<file path="src/design/tcdm_fifo_pkg.sv">
// TCDM decoupling queue definitions
`default_nettype none

package tcdm_fifo_pkg;

  // bus geometry
  localparam int unsigned ADDR_W     = 32;          // byte address
  localparam int unsigned DATA_W     = 32;          // one word per beat
  localparam int unsigned BE_W       = DATA_W / 8;  // one enable per byte
  localparam int unsigned FIFO_DEPTH = 8;           // entries in each direction

  // address + wdata + be + op
  localparam int unsigned REQ_W = ADDR_W + DATA_W + BE_W + 1;

  typedef logic [ADDR_W-1:0] addr_t;
  typedef logic [DATA_W-1:0] data_t;
  typedef logic [BE_W-1:0]   be_t;

  // memory operation, carried on the wire as the write-enable bit
  // read is high, as on the TCDM wen line
  typedef enum logic {
    OP_STORE = 1'b0,
    OP_LOAD  = 1'b1
  } tcdm_op_e;

  // one queued request, address in the top bits
  typedef struct packed {
    addr_t    addr;   // [68:37]
    data_t    wdata;  // [36:5]
    be_t      be;     // [4:1]
    tcdm_op_e op;     // [0]
  } req_word_t;

endpackage : tcdm_fifo_pkg

`default_nettype wire

</file>
<file path="src/design/tcdm_fifo.sv">
// TCDM decoupling queue top
`timescale 1ns/1ps
`default_nettype none

module tcdm_fifo (
  input  logic                    clk_i,
  input  logic                    rst_ni,
  input  logic                    clear_i,

  // core side request
  input  logic                    tgt_req_i,
  input  tcdm_fifo_pkg::addr_t    tgt_addr_i,
  input  tcdm_fifo_pkg::data_t    tgt_wdata_i,
  input  tcdm_fifo_pkg::be_t      tgt_be_i,
  input  tcdm_fifo_pkg::tcdm_op_e tgt_op_i,
  output logic                    tgt_gnt_o,

  // core side response
  output logic                    tgt_r_valid_o,
  output tcdm_fifo_pkg::data_t    tgt_r_data_o,
  input  logic                    tgt_r_ready_i,

  // memory side request
  output logic                    init_req_o,
  output tcdm_fifo_pkg::addr_t    init_addr_o,
  output tcdm_fifo_pkg::data_t    init_wdata_o,
  output tcdm_fifo_pkg::be_t      init_be_o,
  output tcdm_fifo_pkg::tcdm_op_e init_op_o,
  input  logic                    init_gnt_i,

  // memory side response
  input  logic                    init_r_valid_i,
  input  tcdm_fifo_pkg::data_t    init_r_data_i,
  output logic                    init_r_ready_o,

  output logic                    empty_o          // both queues drained
);

  import tcdm_fifo_pkg::*;

  req_word_t req_push_word;   // packed core request
  req_word_t req_pop_word;    // head of the request queue
  logic      req_pop_valid;
  logic      req_pop;
  logic      req_empty;

  logic      rsp_push_valid;
  data_t     rsp_push_data;
  logic      rsp_push_ready;
  logic      rsp_almost_full;
  logic      rsp_empty;

  // pack core side fields, address on top
  assign req_push_word.addr  = tgt_addr_i;
  assign req_push_word.wdata = tgt_wdata_i;
  assign req_push_word.be    = tgt_be_i;
  assign req_push_word.op    = tgt_op_i;

  // unpack queue head onto the memory side
  assign init_addr_o  = req_pop_word.addr;
  assign init_wdata_o = req_pop_word.wdata;
  assign init_be_o    = req_pop_word.be;
  assign init_op_o    = req_pop_word.op;

  // outgoing queue, gnt is simply not-full
  tcdm_sync_fifo #(
    .WIDTH ( REQ_W      ),
    .DEPTH ( FIFO_DEPTH )
  ) i_req_fifo (
    .clk_i         ( clk_i         ),
    .rst_ni        ( rst_ni        ),
    .clear_i       ( clear_i       ),
    .push_valid_i  ( tgt_req_i     ),
    .push_data_i   ( req_push_word ),
    .push_ready_o  ( tgt_gnt_o     ),
    .pop_valid_o   ( req_pop_valid ),
    .pop_data_o    ( req_pop_word  ),
    .pop_ready_i   ( req_pop       ),
    .empty_o       ( req_empty     ),
    .almost_full_o (               )  // gating only watches the response side
  );

  // incoming queue, pop side is the core response port
  tcdm_sync_fifo #(
    .WIDTH ( DATA_W     ),
    .DEPTH ( FIFO_DEPTH )
  ) i_rsp_fifo (
    .clk_i         ( clk_i           ),
    .rst_ni        ( rst_ni          ),
    .clear_i       ( clear_i         ),
    .push_valid_i  ( rsp_push_valid  ),
    .push_data_i   ( rsp_push_data   ),
    .push_ready_o  ( rsp_push_ready  ),
    .pop_valid_o   ( tgt_r_valid_o   ),
    .pop_data_o    ( tgt_r_data_o    ),
    .pop_ready_i   ( tgt_r_ready_i   ),
    .empty_o       ( rsp_empty       ),
    .almost_full_o ( rsp_almost_full )
  );

  // hold register, gating and flags
  tcdm_fifo_ctrl i_ctrl (
    .clk_i             ( clk_i           ),
    .rst_ni            ( rst_ni          ),
    .clear_i           ( clear_i         ),
    .req_valid_i       ( req_pop_valid   ),
    .req_pop_o         ( req_pop         ),
    .init_req_o        ( init_req_o      ),
    .init_gnt_i        ( init_gnt_i      ),
    .init_r_valid_i    ( init_r_valid_i  ),
    .init_r_data_i     ( init_r_data_i   ),
    .init_r_ready_o    ( init_r_ready_o  ),
    .rsp_push_valid_o  ( rsp_push_valid  ),
    .rsp_push_data_o   ( rsp_push_data   ),
    .rsp_push_ready_i  ( rsp_push_ready  ),
    .rsp_almost_full_i ( rsp_almost_full ),
    .tgt_r_ready_i     ( tgt_r_ready_i   ),
    .req_empty_i       ( req_empty       ),
    .rsp_empty_i       ( rsp_empty       ),
    .empty_o           ( empty_o         )
  );

endmodule : tcdm_fifo

`default_nettype wire

</file>
<file path="src/design/tcdm_fifo_ctrl.sv">
// TCDM queue handshake control
`timescale 1ns/1ps
`default_nettype none

module tcdm_fifo_ctrl (
  input  logic                 clk_i,
  input  logic                 rst_ni,
  input  logic                 clear_i,

  // request FIFO pop side
  input  logic                 req_valid_i,      // request queued
  output logic                 req_pop_o,

  // memory side handshake
  output logic                 init_req_o,
  input  logic                 init_gnt_i,
  input  logic                 init_r_valid_i,
  input  tcdm_fifo_pkg::data_t init_r_data_i,
  output logic                 init_r_ready_o,

  // response FIFO push side
  output logic                 rsp_push_valid_o,
  output tcdm_fifo_pkg::data_t rsp_push_data_o,
  input  logic                 rsp_push_ready_i,  // not full
  input  logic                 rsp_almost_full_i,

  // core side response ready, seen by the gating
  input  logic                 tgt_r_ready_i,

  // status
  input  logic                 req_empty_i,
  input  logic                 rsp_empty_i,
  output logic                 empty_o
);

  import tcdm_fifo_pkg::*;

  logic  hold_valid_q;     // a response is parked in the hold register
  data_t hold_data_q;      // parked response word, no reset

  logic  live_accept;      // arriving response goes straight in
  logic  held_accept;      // parked response drains this cycle
  logic  rsp_overflow_risk;

  // live response wins over the parked one
  assign rsp_push_valid_o = init_r_valid_i | hold_valid_q;
  assign rsp_push_data_o  = init_r_valid_i ? init_r_data_i : hold_data_q;

  assign live_accept = init_r_valid_i & rsp_push_ready_i;
  assign held_accept = ~init_r_valid_i & hold_valid_q & rsp_push_ready_i;

  // hold valid bit
  always_ff @(posedge clk_i or negedge rst_ni) begin
    if (!rst_ni) begin
      hold_valid_q <= 1'b0;
    end else if (clear_i) begin
      hold_valid_q <= 1'b0;
    end else if (live_accept) begin
      hold_valid_q <= 1'b0;             // response went into the FIFO
    end else if (init_r_valid_i) begin
      hold_valid_q <= 1'b1;             // FIFO full, park it
    end else if (held_accept) begin
      hold_valid_q <= 1'b0;             // parked word released
    end
  end

  // every arriving response is captured, used only when the FIFO refuses it
  always_ff @(posedge clk_i) begin
    if (init_r_valid_i) begin
      hold_data_q <= init_r_data_i;
    end
  end

  // one more response than there is room for could land next cycle:
  // one slot left, one arriving now, and the core is not draining
  assign rsp_overflow_risk = rsp_almost_full_i & init_r_valid_i & ~tgt_r_ready_i;

  // memory request only while the response path has room
  assign init_req_o = req_valid_i & rsp_push_ready_i & ~rsp_overflow_risk;

  // advisory to the memory, the hold register covers a miss
  assign init_r_ready_o = rsp_push_ready_i;

  // pop the request queue on a completed req/gnt transfer
  assign req_pop_o = init_req_o & init_gnt_i;

  // whole queue idle
  assign empty_o = req_empty_i & rsp_empty_i;

endmodule : tcdm_fifo_ctrl

`default_nettype wire

</file>
<file path="src/design/tcdm_sync_fifo.sv">
// Registered synchronous FIFO
`timescale 1ns/1ps
`default_nettype none

module tcdm_sync_fifo #(
  parameter int unsigned WIDTH = 32,
  parameter int unsigned DEPTH = 8
) (
  input  logic             clk_i,
  input  logic             rst_ni,
  input  logic             clear_i,        // sync flush, storage untouched

  input  logic             push_valid_i,
  input  logic [WIDTH-1:0] push_data_i,
  output logic             push_ready_o,   // not full

  output logic             pop_valid_o,    // not empty
  output logic [WIDTH-1:0] pop_data_o,
  input  logic             pop_ready_i,

  output logic             empty_o,
  output logic             almost_full_o   // exactly DEPTH-1 entries
);

  localparam int unsigned PTR_W = (DEPTH > 1) ? $clog2(DEPTH) : 1;
  localparam int unsigned CNT_W = $clog2(DEPTH + 1);

  logic [WIDTH-1:0] mem_q [DEPTH];   // word storage, no reset

  logic [PTR_W-1:0] wr_ptr_q, wr_ptr_d;
  logic [PTR_W-1:0] rd_ptr_q, rd_ptr_d;
  logic [CNT_W-1:0] count_q, count_d;

  logic push_fire;
  logic pop_fire;

  // handshakes
  assign push_ready_o = (count_q != CNT_W'(DEPTH));
  assign pop_valid_o  = (count_q != '0);
  assign push_fire    = push_valid_i & push_ready_o;
  assign pop_fire     = pop_valid_o & pop_ready_i;

  // status flags for the gating logic
  assign empty_o       = (count_q == '0);
  assign almost_full_o = (count_q == CNT_W'(DEPTH - 1));

  // head of queue, registered storage so no fall-through
  assign pop_data_o = mem_q[rd_ptr_q];

  // next pointers wrap explicitly, DEPTH need not be a power of two
  always_comb begin
    wr_ptr_d = wr_ptr_q;
    rd_ptr_d = rd_ptr_q;
    count_d  = count_q;
    if (push_fire) begin
      if (wr_ptr_q == PTR_W'(DEPTH - 1)) wr_ptr_d = '0;
      else                                wr_ptr_d = wr_ptr_q + 1'b1;
    end
    if (pop_fire) begin
      if (rd_ptr_q == PTR_W'(DEPTH - 1)) rd_ptr_d = '0;
      else                                rd_ptr_d = rd_ptr_q + 1'b1;
    end
    case ({push_fire, pop_fire})
      2'b10:   count_d = count_q + 1'b1;  // fill
      2'b01:   count_d = count_q - 1'b1;  // drain
      default: count_d = count_q;         // idle or both at once
    endcase
  end

  // pointer and occupancy state
  always_ff @(posedge clk_i or negedge rst_ni) begin
    if (!rst_ni) begin
      wr_ptr_q <= '0;
      rd_ptr_q <= '0;
      count_q  <= '0;
    end else if (clear_i) begin
      // flush only drops the bookkeeping
      wr_ptr_q <= '0;
      rd_ptr_q <= '0;
      count_q  <= '0;
    end else begin
      wr_ptr_q <= wr_ptr_d;
      rd_ptr_q <= rd_ptr_d;
      count_q  <= count_d;
    end
  end

  // storage write
  always_ff @(posedge clk_i) begin
    if (push_fire) begin
      mem_q[wr_ptr_q] <= push_data_i;  // visible on pop side next cycle
    end
  end

endmodule : tcdm_sync_fifo

`default_nettype wire

</file>
<file path="config.mk">
export PLATFORM = sky130hd
export DESIGN_NAME = tcdm_fifo
export DESIGN_NICKNAME = d
export VERILOG_FILES = /design/src/design/tcdm_fifo_pkg.sv /design/src/design/tcdm_fifo.sv /design/src/design/tcdm_fifo_ctrl.sv /design/src/design/tcdm_sync_fifo.sv
export SDC_FILE = /design/constraint.sdc
export NUM_CORES = 1
export LEC_CHECK = 0
export BUFFER_PORTS_ARGS = -buffer_cell sky130_fd_sc_hd__buf_2
export CAP_MARGIN = 20
export CORE_MARGIN = 3
export CORE_UTILIZATION = 65
export DETAILED_ROUTE_END_ITERATION = 12
export PLACE_DENSITY = 0.94
export SYNTH_ARGS = -nofsm -noshare
export SYNTH_HDL_FRONTEND = slang
export SYNTH_HIERARCHICAL = 1
export SYNTH_SLANG_ARGS = --single-unit
</file>
<file path="constraint.sdc">
create_clock -name clk_i -period 24.6 [get_ports clk_i]
set_input_delay 3.69 -clock clk_i [delete_from_list [all_inputs] [get_ports clk_i]]
set_output_delay 3.69 -clock clk_i [all_outputs]
set_load 0.01 [all_outputs]
</file>
# == Yosys cells after proc, flatten, opt, wreduce, memory -nomap -nowiden ==
# Memories as Yosys holds them, arrays and structs flattened.
# Index checks and enable logic that the tools add are counted.
# word_totals
register_bits,53
mem_bits_rw,808
input_bits,108
wordCells,82
n_memories,2
# op_classes
addsub,8
eq_ne,11
n_mux,25
bitwise_logic,17
n_reduce_logical,11
# memory_table
name,depth,word_bits,read_ports,rd_clocked_by_memory_dff,write_ports,line_no,text
i_req_fifo.mem_q,8,69,1,0,1,tcdm_sync_fifo.sv:28,logic [WIDTH-1:0] mem_q [DEPTH];
i_rsp_fifo.mem_q,8,32,1,0,1,tcdm_sync_fifo.sv:28,
# op_table
cell,count
2-to-1 mux 3 bit,12
2-to-1 mux 32 bit,1
one-hot mux 4 bit (2 select lines),2
AND 1 bit,13
"adder 3 x 1 -> 3 bit, second input constant",4
"equality test 3 bit, second input constant",4
nonzero test 4 bit,3
"adder 4 x 1 -> 4 bit, second input constant",2
logical NOT 4 bit,2
2-to-1 mux 1 bit,8
2-to-1 mux 4 bit,2
"!= test 4 bit, second input constant",2
nonzero test 2 bit,4
"subtractor 4 x 1 -> 4 bit, second input constant",2
nonzero test 3 bit,2
"equality test 2 x 1 -> 1 bit, second input constant",2
"equality test 2 bit, second input constant",2
"equality test 4 x 3 -> 1 bit, second input constant",1
inverter 1 bit,3
OR 1 bit,1

# == Logic depth before layout (Yosys ltp) ==
# logic_depth
word_depth,10
depth_mapped,11
depth_no_buf,11

# == Modules after synthesis ==
# The synthesis kept the hierarchy.
# modules_own_cells
mod,n_inst,cells_per_inst,area_per_inst_um2,seq_area_each_um2
tcdm_sync_fifo at i_req_fifo,1,877,21440.6,16826.1
tcdm_sync_fifo at i_rsp_fifo,1,447,10288.6,7937.6
tcdm_fifo_ctrl,1,77,1266.2,665.6

# == Worst setup path after synthesis ==
# OpenSTA, ideal clock, no wires.
# synth_timing
path_type,input -> register
start,input tgt_req_i
end,memory i_req_fifo/mem_q[0][0] (netlist name) (enable)
setup_ps,666
arrival_time_ps,10523
t_required_ps,23934
slack_ps,13411
cell_stages,3
cell_sequence,buf_2 > nand2_2 > nor4_1
# synth_between
elab_chain_cells,3
# synth_rtl
element,line_no,text
from (decl),tcdm_fifo.sv:11,"input logic tgt_req_i,"
AND 1 bit,tcdm_sync_fifo.sv:40,assign push_fire = push_valid_i & push_ready_o;
2-to-1 mux 1 bit,tcdm_sync_fifo.sv:90,if (push_fire) begin
2-to-1 mux 1 bit (not written as such),tcdm_sync_fifo.sv:91,mem_q[wr_ptr_q] <= push_data_i;
to (decl),tcdm_sync_fifo.sv:28,
# No other way between the ends.

# == Worst setup path after layout ==
# layout_timing
start,input init_r_valid_i
end,output init_req_o
# layout_between
elab_chain_cells,4
# layout_rtl
element,line_no,text
from (decl),tcdm_fifo.sv:32,"input logic init_r_valid_i,"
AND 1 bit (2 in a row),tcdm_fifo_ctrl.sv:76,assign rsp_overflow_risk = rsp_almost_full_i & init_r_valid_i & ~tgt_r_ready_i;
inverter 1 bit,tcdm_fifo_ctrl.sv:79,assign init_req_o = req_valid_i & rsp_push_ready_i & ~rsp_overflow_risk;
AND 1 bit,tcdm_fifo_ctrl.sv:79,
to (decl),tcdm_fifo.sv:24,"output logic init_req_o,"
# No other way between the ends.

==> flow_summary_export.csv <==
group,metric,value,unit
run_status,status,"finished clean",
grt,antenna_found_initial,14,
clock_tree,postCtsResizedCells,0,
sta,max_freq,118,MHz
grt,grt_pass1_wl,116,mm
sta,fin_crit_sh,34.6,%
synthesis,syn_area,33000,µm²
clock_tree,post-cts-setup-buffers,0,
routing,drt_pass1_iterations,6,
grt,overflow,0,
grt,grt_max_degree,108,
floorplanning,core_area,49600,µm²
floorplanning,die_w,231,µm
clock_tree,cts_made_buffers,82,
finish,layout.nets,1779,
placed_design,io_buffers,213,
routing,wl_per_cell,32.6,µm
routing,dr.first_iter.drc_count,2102,
sta,max_slew_margin,31.0,%
worst_setup_path,crit_path_max_incr_delay,0.57,ns
routing,vias,15965,
clock_tree,cts_tree,"built",
worst_setup_path,path_delay_family,"buffers and inverters",
routing,viasPerCell,6.67,
finish,layout_common_cells,"edfxtp_1 (808), buf_2 (213), mux4_2 (202), mux2_2 (103), clkbuf_16 (84)",
clock_tree,clock_sinks,861,
worst_setup_path,crit_arrival,4.82,ns
routing,wl,78.0,mm
grt,track_usage,30.2,%
clock_tree,cts_hold_buf,0,
power,power.leakage,12.3,nW
worst_setup_path,start_kind,"input port",
synthesis,post_synth.cell_area_avg,23.6,µm²
floorplanning,start_util,66.6,%
power,powerDensity,100,nW/µm²
worst_setup_path,worstPathRequired,20.91,ns
floorplanning,pin_count,214,
worst_setup_path,critPathKind,"input port to output port",
worst_setup_path,cp_max_fo,34,
floorplanning,die_height,231,µm
sta,setup_tns,0,ns
clock_tree,htree_levels,3,
min_path,min_path_type,"flip-flop to flip-flop",
flow_run,cap_violations,0,
routing,drtAntennaViolNets,0,
synthesis,netlist_instances,1400,
sta,drv_slew,0,
placed_design,gp_congestion,0.745,
finish,final_core_util,75.8,%
worst_setup_path,critPathSlowestCell,"buf_4",
floorplanning,die-area,53500,µm²
worst_setup_path,cp_common_cell,"buf_2",
finish,drive_gt1_share,41.7,%
synthesis,syn_nets,1522,
sta,finalCriticalPeriod,8.51,ns
grt,first_global_vias,16647,
worst_setup_path,path_cells,"buf_2 > buf_4 > and3b_1 > nor2_1 > buf_2",
routing,drc_errors,0,
floorplanning,rows,81,
placed_design,dp_hpwl,39.2,mm
sta,setup_viol,0,
clock_tree,insertion_delay,0.64,ns
sta,grt_setup_unrepaired,"no",
clock_tree,cts_root_buffer,"clkbuf_16",
sta,skew,0.0298,ns
finish,mostFrequentLayoutCell,"edfxtp_1",
synthesis,yosysWarnings,6,
worst_setup_path,worst_setup_path_end_kind,"output port",
clock_tree,clk_path_buf_depth,3,
sta,tightest_slew,1.03,ns
clock_tree,clk_pin_slew,0.06,ns
power,peakVddDrop,0.0878,mV
finish,area_growth,13.9,%
worst_setup_path,cp.buffers_inverters,3,
sta,timing_hold_violations_final,0,
-- worst paths after layout --
kind / from / endpoint / slack (ns) / cells after the start
hold reg to reg: i_ctrl/hold_data_q[18] / i_ctrl/hold_data_q[18] / 0.54 / 1
min in group asynchronous: rst_ni / i_rsp_fifo/count_q[2] / 3.02 / 1
hold / removal: i_ctrl/hold_data_q[18] / i_ctrl/hold_data_q[18] / 0.54 / 1
max in group asynchronous: rst_ni / i_req_fifo/rd_ptr_q[0] / 21.20 / 1
setup reg to reg: i_req_fifo/count_q[0] / i_req_fifo/mem_q[5][55] / 21.30 / 4
setup / recovery: init_r_valid_i / init_req_o / 16.09 / 5
-- final cells by class --
type,count,area (µm²)
clock inverters,44,567
well taps,664,831
inverters,2,7.51
clock buffers,103,2190
diodes,11,27.5
repair buffers,242,1310
fillers,2330,12000
flip-flops and latches,861,25400
multi-input cells,468,7200
-- power breakdown --
part | internal (W) | switching, W
combinational | 0.000349 | 0.000354
clock | 0.000752 | 0.000547
sequential | 0.00169 | 0.0000658
-- metal layers --
metal	wire, µm	GRT usage (%)	vias up
li1	-	-	6417
met5	78	0	-
met4	3540	12.4	14
met1	26100	37.9	8269
met3	6870	6.40	216
met2	41400	52.1	1049
-- worst register-to-register path, stage by stage, from the launching register on --
cell and delay, ns:
dfrtp_1 0.54, or4b_1 0.36, nand3_1 0.35, nor2_4 0.89
buf_4 0.76
-- sequential cells by signal (all words and copies together) (netlist names) --
register and cells:
i_rsp_fifo/rd_ptr_q 3, i_req_fifo/rd_ptr_q 3, i_ctrl/hold_data_q 32, i_rsp_fifo/mem_q 256, i_req_fifo/wr_ptr_q 3, i_ctrl/hold_valid_q 1, i_rsp_fifo/wr_ptr_q 3, i_rsp_fifo/count_q 4
i_req_fifo/count_q 4, i_req_fifo/mem_q 552
-- metrics by stage --
step | area [µm²] | power (W) | hold WS, ns | setup WS, ns | instances
global placement | 34800 | 0.00243 | 0.501 | 16.07 | 2236
global route | 37600 | 0.00388 | 0.549 | 16.00 | 2388
floorplan | 33000 | 0.00227 | 0.489 | 13.41 | 1400
finish | 37600 | 0.00376 | 0.537 | 16.09 | 2395
CTS | 37500 | 0.00378 | 0.530 | 16.09 | 2383
detailed placement | 34800 | 0.00247 | 0.515 | 16.08 | 2236
No activity file was read; power rests on OpenSTA's default activity.
